[src/hw/hazard_consts.svh]
// widths, never-used Tuse value and multiply/divide busy durations
// for the hazard control pipeline

`ifndef HAZARD_CONSTS_SVH
`define HAZARD_CONSTS_SVH

// instruction word and register address
`define WIDTH_INSTR 32
`define WIDTH_REG   5

// Tuse / Tnew counters
`define WIDTH_T     2
`define TUSE_INF    3   // source never read

// multiply/divide unit occupancy, in cycles
`define MULT_CYCLES 5
`define DIV_CYCLES  10
`define WIDTH_MDCNT 4

`endif

[src/hw/hazard_pkg.sv]
// instruction class and md op enums
// decode result and pipeline stage payload structs

`default_nettype none

`include "hazard_consts.svh"

package hazard_pkg;

    typedef enum logic [2:0] {
        CLS_CALC_R    = 3'd0,
        CLS_CALC_I    = 3'd1,
        CLS_MEM_READ  = 3'd2,
        CLS_MEM_WRITE = 3'd3,
        CLS_BRANCH    = 3'd4,
        CLS_JUMP      = 3'd5,
        CLS_MULTDIV   = 3'd6,
        CLS_NOP       = 3'd7
    } instr_class_e;

    // op that occupies the multiply/divide unit
    typedef enum logic [1:0] {
        MD_NONE = 2'd0,
        MD_MULT = 2'd1,
        MD_DIV  = 2'd2
    } md_op_e;

    typedef struct packed {
        instr_class_e          cls;
        md_op_e                md_op;
        logic [`WIDTH_REG-1:0] rs;
        logic [`WIDTH_REG-1:0] rt;
        logic [`WIDTH_REG-1:0] dest;     // 0 when nothing is written
        logic [`WIDTH_T-1:0]   tuse_rs;
        logic [`WIDTH_T-1:0]   tuse_rt;
        logic [`WIDTH_T-1:0]   tnew;     // as seen at ID
    } decode_t;

    // EX and MEM entry
    typedef struct packed {
        logic                  valid;
        md_op_e                md_op;
        logic [`WIDTH_REG-1:0] dest;
        logic [`WIDTH_T-1:0]   tnew;
    } stage_t;

    typedef struct packed {
        logic                  valid;
        logic [`WIDTH_REG-1:0] dest;
        logic [`WIDTH_T-1:0]   tnew;
    } wb_t;

endpackage

`default_nettype wire

[src/hw/instr_decoder.sv]
// instr_decoder: class, register fields, destination and Tuse/Tnew per instruction

`default_nettype none
`timescale 1ns/1ps

`include "hazard_consts.svh"

module instr_decoder
    import hazard_pkg::*;
(
    input  logic [`WIDTH_INSTR-1:0] instr,
    output decode_t                 dec
);
    localparam logic [5:0] OP_SPECIAL = 6'h00;
    localparam logic [5:0] OP_JAL     = 6'h03;
    localparam logic [5:0] OP_BEQ     = 6'h04;
    localparam logic [5:0] OP_ORI     = 6'h0d;
    localparam logic [5:0] OP_LUI     = 6'h0f;
    localparam logic [5:0] OP_LW      = 6'h23;
    localparam logic [5:0] OP_SW      = 6'h2b;

    localparam logic [5:0] FN_SLL  = 6'h00;
    localparam logic [5:0] FN_JR   = 6'h08;
    localparam logic [5:0] FN_MFLO = 6'h12;
    localparam logic [5:0] FN_MTLO = 6'h13;
    localparam logic [5:0] FN_MULT = 6'h18;
    localparam logic [5:0] FN_DIV  = 6'h1a;
    localparam logic [5:0] FN_ADDU = 6'h21;
    localparam logic [5:0] FN_SUBU = 6'h23;

    localparam logic [`WIDTH_T-1:0] T_INF = `WIDTH_T'(`TUSE_INF);

    logic [5:0]            opcode;
    logic [5:0]            funct;
    logic [`WIDTH_REG-1:0] rs;
    logic [`WIDTH_REG-1:0] rt;
    logic [`WIDTH_REG-1:0] rd;
    logic [`WIDTH_REG-1:0] dest;
    instr_class_e          cls;
    md_op_e                md_op;
    logic                  is_sll;
    logic                  is_lui;
    logic                  is_jal;
    logic                  is_jr;
    logic                  is_mflo;
    logic [`WIDTH_T-1:0]   tuse_rs;
    logic [`WIDTH_T-1:0]   tuse_rt;
    logic [`WIDTH_T-1:0]   tnew;

    assign opcode = instr[31:26];
    assign rs     = instr[25:21];
    assign rt     = instr[20:16];
    assign rd     = instr[15:11];
    assign funct  = instr[5:0];

    always_comb begin
        cls     = CLS_NOP;   // all-zero word and unknown opcodes
        md_op   = MD_NONE;
        dest    = '0;
        is_sll  = 1'b0;
        is_lui  = 1'b0;
        is_jal  = 1'b0;
        is_jr   = 1'b0;
        is_mflo = 1'b0;
        if (instr != '0) begin
            case (opcode)
                OP_SPECIAL: begin
                    case (funct)
                        FN_ADDU, FN_SUBU: begin cls = CLS_CALC_R; dest = rd; end
                        FN_SLL:  begin cls = CLS_CALC_R; dest = rd; is_sll = 1'b1; end
                        FN_JR:   begin cls = CLS_JUMP; is_jr = 1'b1; end
                        FN_MULT: begin cls = CLS_MULTDIV; md_op = MD_MULT; end
                        FN_DIV:  begin cls = CLS_MULTDIV; md_op = MD_DIV; end
                        FN_MFLO: begin cls = CLS_MULTDIV; dest = rd; is_mflo = 1'b1; end
                        FN_MTLO: cls = CLS_MULTDIV;
                        default: ;
                    endcase
                end
                OP_ORI:  begin cls = CLS_CALC_I; dest = rt; end
                OP_LUI:  begin cls = CLS_CALC_I; dest = rt; is_lui = 1'b1; end
                OP_LW:   begin cls = CLS_MEM_READ; dest = rt; end
                OP_SW:   cls = CLS_MEM_WRITE;
                OP_BEQ:  cls = CLS_BRANCH;
                OP_JAL:  begin cls = CLS_JUMP; dest = `WIDTH_REG'(31); is_jal = 1'b1; end
                default: ;
            endcase
        end
    end

    assign tuse_rs =
        (cls == CLS_CALC_R)    ? (is_sll ? T_INF : `WIDTH_T'(1)) :
        (cls == CLS_CALC_I)    ? (is_lui ? T_INF : `WIDTH_T'(1)) :
        (cls == CLS_MEM_READ)  ? `WIDTH_T'(1) :
        (cls == CLS_MEM_WRITE) ? `WIDTH_T'(1) :
        (cls == CLS_BRANCH)    ? `WIDTH_T'(0) :
        (cls == CLS_JUMP)      ? (is_jr ? `WIDTH_T'(0) : T_INF) :
        (cls == CLS_MULTDIV)   ? (is_mflo ? T_INF : `WIDTH_T'(1)) :
        T_INF;

    assign tuse_rt =
        (cls == CLS_CALC_R)    ? `WIDTH_T'(1) :
        (cls == CLS_MEM_WRITE) ? `WIDTH_T'(2) :   // store data needed in MEM
        (cls == CLS_BRANCH)    ? `WIDTH_T'(0) :
        (cls == CLS_MULTDIV)   ? ((md_op != MD_NONE) ? `WIDTH_T'(1) : T_INF) :
        T_INF;

    assign tnew =
        (cls == CLS_CALC_R)   ? `WIDTH_T'(2) :
        (cls == CLS_CALC_I)   ? (is_lui ? `WIDTH_T'(1) : `WIDTH_T'(2)) :
        (cls == CLS_MEM_READ) ? `WIDTH_T'(3) :
        (cls == CLS_JUMP)     ? (is_jal ? `WIDTH_T'(1) : `WIDTH_T'(0)) :
        (cls == CLS_MULTDIV)  ? (is_mflo ? `WIDTH_T'(2) : `WIDTH_T'(0)) :
        `WIDTH_T'(0);

    assign dec = '{cls: cls, md_op: md_op, rs: rs, rt: rt, dest: dest,
                   tuse_rs: tuse_rs, tuse_rt: tuse_rt, tnew: tnew};

endmodule

`default_nettype wire

[src/hw/stage_slot.sv]
// pipeline register for any stage payload
// with bubble insert and saturating Tnew countdown

`default_nettype none
`timescale 1ns/1ps

`include "hazard_consts.svh"

module stage_slot
    import hazard_pkg::*;
#(
    parameter type payload_t = stage_t
) (
    input  logic     clk,
    input  logic     rst,
    input  logic     bubble,
    input  payload_t d,
    output payload_t q
);
    payload_t loaded;

    always_comb begin
        loaded = d;
        if (d.tnew != '0) begin
            loaded.tnew = d.tnew - `WIDTH_T'(1);   // one stage closer to the result
        end
    end

    always_ff @(posedge clk) begin
        if (rst || bubble) begin
            q <= '0;
        end else begin
            q <= loaded;
        end
    end

    // an empty entry carries no destination and no pending result
    a_empty_clear: assert property (@(posedge clk) disable iff (rst)
        !q.valid |-> (q.dest == '0 && q.tnew == '0))
        else $error("empty stage entry carries a result");

endmodule

`default_nettype wire

[src/hw/md_cycle_counter.sv]
// md_cycle_counter: loadable down-counter, flags last busy cycle

`default_nettype none
`timescale 1ns/1ps

`include "hazard_consts.svh"

module md_cycle_counter (
    input  logic                    clk,
    input  logic                    rst,
    input  logic                    load,
    input  logic [`WIDTH_MDCNT-1:0] count,
    output logic                    last
);
    logic [`WIDTH_MDCNT-1:0] remain;

    always_ff @(posedge clk) begin
        if (rst) begin
            remain <= '0;
        end else if (load) begin
            remain <= count;
        end else if (remain != '0) begin
            remain <= remain - `WIDTH_MDCNT'(1);
        end
    end

    assign last = (remain == `WIDTH_MDCNT'(1));

    // fsm only reloads once the previous run has drained
    a_no_early_load: assert property (@(posedge clk) disable iff (rst)
        load |-> remain <= `WIDTH_MDCNT'(1))
        else $error("counter reloaded while still running");

endmodule

`default_nettype wire

[src/hw/md_busy_fsm.sv]
// md_busy_fsm: idle/busy tracking of the multiply/divide unit

`default_nettype none
`timescale 1ns/1ps

`include "hazard_consts.svh"

module md_busy_fsm
    import hazard_pkg::*;
(
    input  logic   clk,
    input  logic   rst,
    input  md_op_e start_op,
    output logic   busy
);
    typedef enum logic {
        ST_IDLE = 1'b0,
        ST_BUSY = 1'b1
    } state_e;

    state_e                  state;
    logic                    load;
    logic                    last;
    logic [`WIDTH_MDCNT-1:0] count;

    assign load  = (state == ST_IDLE) && (start_op != MD_NONE);
    assign count = (start_op == MD_DIV) ? `WIDTH_MDCNT'(`DIV_CYCLES)
                                        : `WIDTH_MDCNT'(`MULT_CYCLES);

    always_ff @(posedge clk) begin
        if (rst) begin
            state <= ST_IDLE;
        end else begin
            case (state)
                ST_IDLE: begin
                    if (load) begin
                        state <= ST_BUSY;
                    end
                end
                ST_BUSY: begin
                    if (last) begin
                        state <= ST_IDLE;
                    end
                end
                default: state <= ST_IDLE;
            endcase
        end
    end

    md_cycle_counter u_cnt (
        .clk   (clk),
        .rst   (rst),
        .load  (load),
        .count (count),
        .last  (last)
    );

    assign busy = (state == ST_BUSY);

    // interlock sees busy one edge late, so only the op right behind the
    // starting one can reach EX during busy time
    a_no_start_when_busy: assert property (@(posedge clk) disable iff (rst)
        (state == ST_BUSY && start_op != MD_NONE) |-> $past(state) == ST_IDLE)
        else $error("md op entered EX deep into busy time");

endmodule

`default_nettype wire

[src/hw/hazard_unit.sv]
// hazard_unit: Tuse/Tnew stall decision and multiply/divide interlock

`default_nettype none
`timescale 1ns/1ps

`include "hazard_consts.svh"

module hazard_unit
    import hazard_pkg::*;
(
    input  decode_t dec_id,
    input  stage_t  ex,
    input  stage_t  mem,
    input  logic    md_busy,
    output logic    stall
);
    // producer in a stage not ready before the consumer needs it
    function automatic logic late_result(
        input stage_t                s,
        input logic [`WIDTH_REG-1:0] src,
        input logic [`WIDTH_T-1:0]   tuse
    );
        late_result = s.valid && (s.dest == src) && (s.tnew > tuse);
    endfunction

    logic stall_rs;
    logic stall_rt;
    logic stall_md;

    // $0 is never written
    assign stall_rs = (dec_id.rs != '0) && (
        late_result(ex, dec_id.rs, dec_id.tuse_rs) ||
        late_result(mem, dec_id.rs, dec_id.tuse_rs)
    );

    assign stall_rt = (dec_id.rt != '0) && (
        late_result(ex, dec_id.rt, dec_id.tuse_rt) ||
        late_result(mem, dec_id.rt, dec_id.tuse_rt)
    );

    assign stall_md = md_busy && (dec_id.cls == CLS_MULTDIV);   // hi/lo in use

    // pc hold, id hold and ex flush all share this level
    assign stall = stall_rs || stall_rt || stall_md;

endmodule

`default_nettype wire

[src/hw/hazard_top.sv]
// decoder, hazard unit, EX/MEM/WB slots and md busy controller

`default_nettype none
`timescale 1ns/1ps

`include "hazard_consts.svh"

module hazard_top
    import hazard_pkg::*;
(
    input  logic                    clk,
    input  logic                    rst,
    input  logic [`WIDTH_INSTR-1:0] instr,
    output logic                    stall,
    output logic                    md_busy,
    output logic                    wb_valid,
    output logic [`WIDTH_REG-1:0]   wb_dest
);
    decode_t dec_id;
    stage_t  ex_d;
    stage_t  ex_q;
    stage_t  mem_q;
    wb_t     wb_d;
    wb_t     wb_q;

    instr_decoder u_dec (
        .instr (instr),
        .dec   (dec_id)
    );

    hazard_unit u_hazard (
        .dec_id  (dec_id),
        .ex      (ex_q),
        .mem     (mem_q),
        .md_busy (md_busy),
        .stall   (stall)
    );

    assign ex_d = '{valid: 1'b1, md_op: dec_id.md_op, dest: dec_id.dest, tnew: dec_id.tnew};

    stage_slot #(.payload_t(stage_t)) ex_slot (
        .clk    (clk),
        .rst    (rst),
        .bubble (stall),   // stalled instr stays at ID
        .d      (ex_d),
        .q      (ex_q)
    );

    stage_slot #(.payload_t(stage_t)) mem_slot (
        .clk    (clk),
        .rst    (rst),
        .bubble (1'b0),
        .d      (ex_q),
        .q      (mem_q)
    );

    assign wb_d = '{valid: mem_q.valid, dest: mem_q.dest, tnew: mem_q.tnew};

    stage_slot #(.payload_t(wb_t)) wb_slot (
        .clk    (clk),
        .rst    (rst),
        .bubble (1'b0),
        .d      (wb_d),
        .q      (wb_q)
    );

    // bubbles carry MD_NONE, so only real md ops start the unit
    md_busy_fsm u_md (
        .clk      (clk),
        .rst      (rst),
        .start_op (ex_q.md_op),
        .busy     (md_busy)
    );

    assign wb_valid = wb_q.valid;
    assign wb_dest  = wb_q.dest;

endmodule

`default_nettype wire

[config.mk]
export PLATFORM = sky130hd
export DESIGN_NAME = hazard_top
export DESIGN_NICKNAME = d
export VERILOG_FILES = /design/src/hw/hazard_pkg.sv /design/src/hw/instr_decoder.sv /design/src/hw/stage_slot.sv /design/src/hw/md_cycle_counter.sv /design/src/hw/md_busy_fsm.sv /design/src/hw/hazard_unit.sv /design/src/hw/hazard_top.sv
export VERILOG_INCLUDE_DIRS = /design/src /design/src/hw
export SDC_FILE = /design/constraint.sdc
export NUM_CORES = 1
export LEC_CHECK = 0
export BUFFER_PORTS_ARGS = -buffer_cell sky130_fd_sc_hd__buf_2
export CORE_MARGIN = 2
export CORE_UTILIZATION = 50
export CTS_CLUSTER_SIZE = 10
export DETAILED_ROUTE_END_ITERATION = 6
export PLACE_DENSITY_LB_ADDON = 0.1
export SETUP_SLACK_MARGIN = 0.4
export SLEW_MARGIN = 20
export SYNTH_ARGS = -nofsm -noshare
export SYNTH_HDL_FRONTEND = slang
export SYNTH_SLANG_ARGS = --single-unit
[constraint.sdc]
create_clock -name clk -period 4.15 [get_ports clk]
set_clock_uncertainty 0.2 [all_clocks]
set_input_delay 0.2075 -clock clk [delete_from_list [all_inputs] [get_ports clk]]
set_output_delay 0.2075 -clock clk [all_outputs]
set_load 0.02 [all_outputs]
Word level (Yosys, flattened, before mapping)
Index checks and enable logic that the tools add are counted.
- add/subtract/negate cells: 3
- multiply operators: 0
- div/mod/pow operators: 0
- order comparisons: 4
- equality and inequality tests: 25
- shift-type cells: 0
- muxes and demuxes: 55
- bitwise logic cells: 2
- reduce and logical (&&, ||, !) cells: 35
- operator list (kind ; count):
    $mux 2 ; 27
    $reduce_bool 32->1 ; 1
    $eq 6x5->1 const B ; 4
    $eq 6x6->1 const B ; 4
    $eq 5x5->1 ; 4
    $eq 6x4->1 const B ; 3
    $pmux 3 s6 ; 1
    $mux 1 ; 16
    $pmux 5 s3 ; 1
    $logic_and 1x1->1 ; 12
    $logic_not 6->1 ; 2
    $mux 4 ; 3
    $mux 10 ; 1
    $mux 5 ; 2
    $reduce_bool 2->1 ; 5
    $reduce_bool 5->1 ; 2
    $eq 3x3->1 const B ; 3
    $pmux 3 s3 ; 1
    $gt 2x2->1 ; 4
    $reduce_or 4->1 ; 2
    $eq 3x2->1 const B ; 2
    $eq 6x2->1 const B ; 1
    $eq 6x3->1 const B ; 1
    $reduce_or 3->1 ; 2
    other kinds (13) ; 20
- bits in registers: 29
- latch bits: 0
- bits in writable memories: 0
- ROM bits: 0
- input bits: 34
- logic and storage cells: 135
- memories kept: 0

Depth between registers and ports, before layout
- depth in word-level cells: 21
- mapped depth: 17
- gate-level depth less buffers: 16

Hierarchy
A second synthesis with hierarchy kept.
- cells, all modules: 263
- area, all modules: 2409.8 um^2
- modules (own cells, without submodules) (module ; instances ; cells each ; area an instance (um^2) ; sequential area each (um^2)):
    instr_decoder ; 1 ; 105 ; 708.2 ; 0.0
    stage_slot (ex_slot ...) ; 2 ; 22 ; 327.8 ; 200.2
    hazard_unit ; 1 ; 60 ; 446.7 ; 0.0
    stage_slot (wb_slot) ; 1 ; 18 ; 292.8 ; 160.2
    md_cycle_counter ; 1 ; 27 ; 246.5 ; 80.1
    md_busy_fsm ; 1 ; 7 ; 52.6 ; 20.0
    hazard_top ; 1 ; 2 ; 7.5 ; 0.0

Least setup slack after synthesis
OpenSTA, ideal clock, no wires.
- kind: input -> register
- start: input port instr[29]
- end: register ex_slot.q[6] (netlist bit)
- library setup time: 0.115 ns
- data arrival time: 3.498 ns
- required time: 3.835 ns
- slack: 0.337 ns
- stages on the path: 17
- buffers on the path: 1
- cell sequence: buf_4 -> or4_4 -> nor3_4 -> nand4b_4 -> o211ai_2 -> nor2_1 -> a2111oi_0 -> a21oi_1 -> ha_1 -> nor2b_1 -> o21ai_0 -> a2111oi_0 -> a41oi_1 -> o221a_2 -> nand2_4 -> inv_2 -> and3_1
- longest elaborated chain between the ends: 20
- RTL lines (item ; RTL line ; text):
    from (decl) ; hazard_top.sv:13 ; input logic [`WIDTH_INSTR-1:0] instr,
    $eq 6x4->1 ; instr_decoder.sv:66 ; case (opcode)
    $reduce_or 2->1 (no source line) ; n/a ;
    $pmux 3 s6 ; instr_decoder.sv:66 ;
    $mux 3 ; instr_decoder.sv:65 ; if (instr != '0) begin
    $eq 3x3->1 ; instr_decoder.sv:97, instr_decoder.sv:104, hazard_unit.sv:41 ;
    $mux 2 ; instr_decoder.sv:97 ; (cls == CLS_MULTDIV) ? (is_mflo ? T_INF : `WIDTH_T'(1)) :
    $mux 2 ; instr_decoder.sv:96 ; (cls == CLS_JUMP) ? (is_jr ? `WIDTH_T'(0) : T_INF) :
    $mux 2 ; instr_decoder.sv:95 ; (cls == CLS_BRANCH) ? `WIDTH_T'(0) :
    [3 not listed] ; n/a ;
    $mux 2 ; instr_decoder.sv:91 ; (cls == CLS_CALC_R) ? (is_sll ? T_INF : `WIDTH_T'(1)) :
    $gt 2x2->1 ; hazard_unit.sv:23 ; late_result = s.valid && (s.dest == src) && (s.tnew > tuse);
    $logic_and 1x1->1 ; hazard_unit.sv:23 ;
    $logic_or 1x1->1 ; hazard_unit.sv:32 ; late_result(ex, dec_id.rs, dec_id.tuse_rs) ||
    $logic_and 1x1->1 ; hazard_unit.sv:31 ; assign stall_rs = (dec_id.rs != '0) && (
    $logic_or 1x1->1 (2 in a row) ; hazard_unit.sv:44 ; assign stall = stall_rs || stall_rt || stall_md;
    $logic_or 1x1->1 ; stage_slot.sv:30 ; if (rst || bubble) begin
    $reduce_or 2->1 (no source line) ; n/a ;
    to (signal assigned) ; stage_slot.sv:33 ; q <= loaded;
    to (decl) ; stage_slot.sv:18 ; output payload_t q
Parallel ways exist; a longest one is shown, timed or not.
A chain may end at the register's enable or synchronous reset.

Final worst setup path
- start: input port instr[31]
- end: output port stall
- longest elaborated chain between the ends: 18
- RTL lines (item ; RTL line ; text):
    $eq 6x4->1 ; instr_decoder.sv:66 ;
    $reduce_or 2->1 (no source line) ; n/a ;
    $pmux 3 s6 ; instr_decoder.sv:66 ;
    $mux 3 ; instr_decoder.sv:65 ;
    $eq 3x3->1 ; instr_decoder.sv:97, instr_decoder.sv:104, hazard_unit.sv:41 ;
    $mux 2 ; instr_decoder.sv:97 ;
    $mux 2 ; instr_decoder.sv:96 ;
    $mux 2 ; instr_decoder.sv:95 ;
    [2 not listed] ; n/a ;
    $mux 2 ; instr_decoder.sv:92 ; (cls == CLS_CALC_I) ? (is_lui ? T_INF : `WIDTH_T'(1)) :
    $mux 2 ; instr_decoder.sv:91 ;
    $gt 2x2->1 ; hazard_unit.sv:23 ;
    $logic_and 1x1->1 ; hazard_unit.sv:23 ;
    $logic_or 1x1->1 ; hazard_unit.sv:32 ;
    $logic_and 1x1->1 ; hazard_unit.sv:31 ;
    $logic_or 1x1->1 ; hazard_unit.sv:44 ;
    $logic_or 1x1->1 * ; hazard_unit.sv:44 ;
    to (decl) ; hazard_top.sv:14 ; output logic stall,
Every way passes the cells marked *; elsewhere a longest branch is shown, timed or not.

==> flow_summary.yaml <==
run_status:
  run_status: "complete, no violations"
worst_setup_path:
  worst-r2r-cell-count: 9
  end_of_the_worst_register_to_register_path: "ex_slot.q[6]$_SDFF_PP0_"
  cp_top_family: "compound AO/OA/AOI/OAI gates"
  startpoint: "instr[31]"
  worst_setup_path_end_kind: "output port"
  crit_required_ns: 3.74
  crit_path_frequent_cell: "sky130_fd_sc_hd__a2111oi_4"
  cp_data_arrival_time_ns: 3.27
  worst-path-max-fanout: 7
  timing.critical_path.cells: "buf_12 -> or4_4 -> nor3_4 -> nand4b_4 -> o211ai_4 -> nor2_4 -> a2111oi_4 -> a21oi_2 -> ha_1 -> buf_4 -> a2111oi_4 -> a41oi_2 -> o22ai_1 -> nor2b_1 -> inv_1 -> buf_6"
  criticalPathCategory: "in -> out"
  critical_path_buf_inv_count: 4
  timing.critical_path.from_type: "input port"
  timing.reg2reg.setup_slack_ns: 1.83
  critPathMaxStageDelay_ns: 0.57
  r2r-start: "ex_slot.q[1]$_SDFF_PP0_"
  crit_path_top_delay_cell: "sky130_fd_sc_hd__or4_4"
synthesis:
  synth_top_area_share_pct: 29.3
  count_leader_synth: "sky130_fd_sc_hd__dfxtp_1"
  avgSynthCellArea_sq_um: 8.43
  synthTopCellsByArea: "sky130_fd_sc_hd__dfxtp_1, sky130_fd_sc_hd__xnor2_1, sky130_fd_sc_hd__ha_1"
  netlist_top_cells_count: "sky130_fd_sc_hd__dfxtp_1, sky130_fd_sc_hd__nor2_1, sky130_fd_sc_hd__xnor2_1, sky130_fd_sc_hd__nand2_1, sky130_fd_sc_hd__nor2b_1"
  ys_dominant_reg_cell: "sky130_fd_sc_hd__dfxtp_1"
  synth_edf_count: 0
  yosysSeqAreaShare_pct: 29.3
  postSynthNetCount: 280
  post-synth-top-area-cell: "sky130_fd_sc_hd__dfxtp_1"
  netlist_area_sq_um: 1980
  synth.distinct_cells: 56
  ys.warnings.count: 0
  async_flop_share_pct: 0
  netlist_instances: 235
  postSynthRegisterBits: 29
drt:
  ant_nets: 0
  vias_per_cell: 5.58
  detail_route.wirelength_um: 4900
  route.vias.total: 1932
  drt_iter0_markers: 80
  detailedRoute.firstPassIterationCount: 4
  routed_wire_length_per_instance_um: 14.1
  detail_route.drc_violations: 0
flow_run:
  drv_cap: 0
worst_hold_path:
  min_path_cells: 3
  worst_min_delay_path_endpoint: "ex_slot.q[3]$_SDFF_PP0_"
  worstHoldStart: "instr[12]"
  hold_class: "in -> reg"
global_routing:
  wire_length_of_the_first_global_routing_pass_um: 7800
  grt_pass1_vias: 1744
  gr-usage-met3_pct: 3.55
  maximum_number_of_pins_on_one_net_before_global_route_repair: 19
  global_route.overflow_total: 0
  groute.layer.met1.usage_pct: 28.9
  groute.usage.overall_pct: 22.8
  grt_most_used_layer: "met2"
  gr_met2_demand_resource_pct: 38.6
  antenna_found_initial: 0
placed_design:
  placed_cells_incl_taps: 321
  place_congestion: 0.826
  detailedPlacementHpwl_um: 3460
  io_buffers: 41
layout:
  final_layout_size_suffix_gt1_share_pct: 31.9
  multiInputGateArea_sq_um: 1440
  fillers: 323
  synthToLayoutAreaGrowth_pct: 33.7
  area.sequential_sq_um: 581
  insertedDiodeCount: 0
  finish.cell_count_without_fillers: 346
  nNetsFinal: 342
sta:
  maxClockFrequency_ghz: 0.272
  slew_viol_final: 0
  worstMarginPinSlew_ns: 0.748
  unrepaired_setup_endpoints_after_global_routing: "yes"
  post-route-min-period_ns: 3.67
  finalSetupViolCount: 0
  max-slew-margin-rel_pct: 49.8
  hold_violations: 0
  final_min_period_over_clock_period_pct: 88.5
  fin_setup_tns_ns: 0
clocking:
  cts_made_buffers: 5
  clk_transition_reported_paths_ns: 0.06
  root_buffer: "sky130_fd_sc_hd__clkbuf_8"
  clock_latency_ns: 0.27
  clockBufferDepth: 2
  cts.htree.levels: 2
  cts_tree: "done"
  clkSinkCount: 29
die:
  floorplan.core_area_sq_um: 3740
  die_area_sq_um: 4480
  chipHeight_um: 67.0
  placementRows: 22
  floorplan.initialDensity_pct: 52.9
  fp.dieW_um: 67.0
  number_of_top_level_pins: 42
power_and_ir_drop:
  peakVddDrop_mv: 0.149
  power-per-cell-area_nw_per_um2: 292
  leakagePower_nw: 1.14
==> worst max-delay path by stage <==
stage / endpoint / slack, ns / depth (start not counted)
floorplan: ex_slot.q[6]$_SDFF_PP0_ / 0.44 / 17
global placement: ex_slot.q[6]$_SDFF_PP0_ / 0.14 / 17
detailed placement: ex_slot.q[6]$_SDFF_PP0_ / 0.003 / 17
CTS: stall / 0.37 / 17
global route: stall / 0.30 / 18
finish: stall / 0.48 / 16
==> per-stage QoR <==
step	area, sq um	setup WS [ns]	total power [mW]	util [%]	hold slack (ns)
3_3_place_gp	2240	0.137	0.494	59.8	0.256
4_1_cts	2500	0.369	0.760	66.7	0.00295
3_5_place_dp	2240	0.00306	0.496	59.8	0.248
5_1_grt	2650	0.296	0.818	70.8	0.0338
6_report	2650	0.476	0.773	70.8	0.00249
2_1_floorplan	1990	0.440	0.445	-	0.0791
==> cells in the final DEF, fill, tap and decap left out, types with 3 or more instances in the layout <==
master / synthesis / layout
sky130_fd_sc_hd__and3_1: 3 / 3
sky130_fd_sc_hd__dfxtp_1: 29 / 29
sky130_fd_sc_hd__ha_1: 11 / 11
sky130_fd_sc_hd__buf_6: 1 / 5
sky130_fd_sc_hd__buf_4: 1 / 18
sky130_fd_sc_hd__o21ai_0: 6 / 4
sky130_fd_sc_hd__a221oi_1: 3 / 3
sky130_fd_sc_hd__nor4_1: 9 / 8
sky130_fd_sc_hd__nor2_1: 24 / 23
sky130_fd_sc_hd__dlygate4sd3_1: 0 / 3
sky130_fd_sc_hd__a21oi_1: 9 / 8
sky130_fd_sc_hd__clkbuf_8: 0 / 7
sky130_fd_sc_hd__buf_2: 2 / 32
sky130_fd_sc_hd__nor3_1: 7 / 7
sky130_fd_sc_hd__nand3_1: 7 / 7
sky130_fd_sc_hd__or4_4: 3 / 3
sky130_fd_sc_hd__inv_1: 14 / 14
sky130_fd_sc_hd__xor2_1: 6 / 6
sky130_fd_sc_hd__a31oi_1: 3 / 3
sky130_fd_sc_hd__nor2b_1: 15 / 14
sky130_fd_sc_hd__xnor2_1: 16 / 16
sky130_fd_sc_hd__nand2_1: 15 / 15
sky130_fd_sc_hd__nand3b_1: 4 / 4
==> where the power goes <==
group / switching [mW] / internal [mW]
sequential: 0.0127 / 0.297
clock: 0.106 / 0.150
combinational: 0.111 / 0.0976
==> layout make-up <==
| type | instances | area share, % |
|---|---|---|
| sequential | 29 | 21.9 |
| multi-input combinational | 186 | 54.2 |
| clock inverter | 1 | 0.189 |
| clock buffer | 7 | 3.64 |
| inverter | 15 | 2.12 |
| timing repair buffer | 60 | 15.7 |
| tap | 48 | 2.27 |
==> timing repair <==
action	CTS	global route
setup endpoints to repair	7	11
endpoints found under the hold margin	2	0
hold buffers	3	0
resized for setup	18	25
pin swaps	12	12
buffers inserted	10	4
==> flip-flops by register name, indices dropped and copies added, names as in the netlist <==
register	cells
u_md.busy	1
wb_slot.q	6
mem_slot.q	8
ex_slot.q	10
u_md.u_cnt.remain	4
==> worst reg2reg max path, delay by kind of cell, from the launching register on <==
kind	cells	cell delay, ns
fa+ha+maj	1	0.32
buf+inv	3	0.35
simple gates	2	0.26
flops	1	0.34
compound gates	3	0.75
==> logic make-up after synthesis <==
kind of cell               synth area share, %
adders and majority gates                 6.94
DFF                                       29.3
buffers and inverters                     4.48
AOI/OAI and AO/OA                         15.5
muxes                                     1.07
xor gates and xnor gates                  9.72
and+or+nand+nor                           33.0
==> per-layer routing <==
metal / vias to the layer above / part of all wire [%]
met5: - / 0
met4: 0 / 2.2
met3: 8 / 3.3
met2: 46 / 48
met1: 897 / 46
li1: 981 / -
Power figures use the tool's default switching activity.
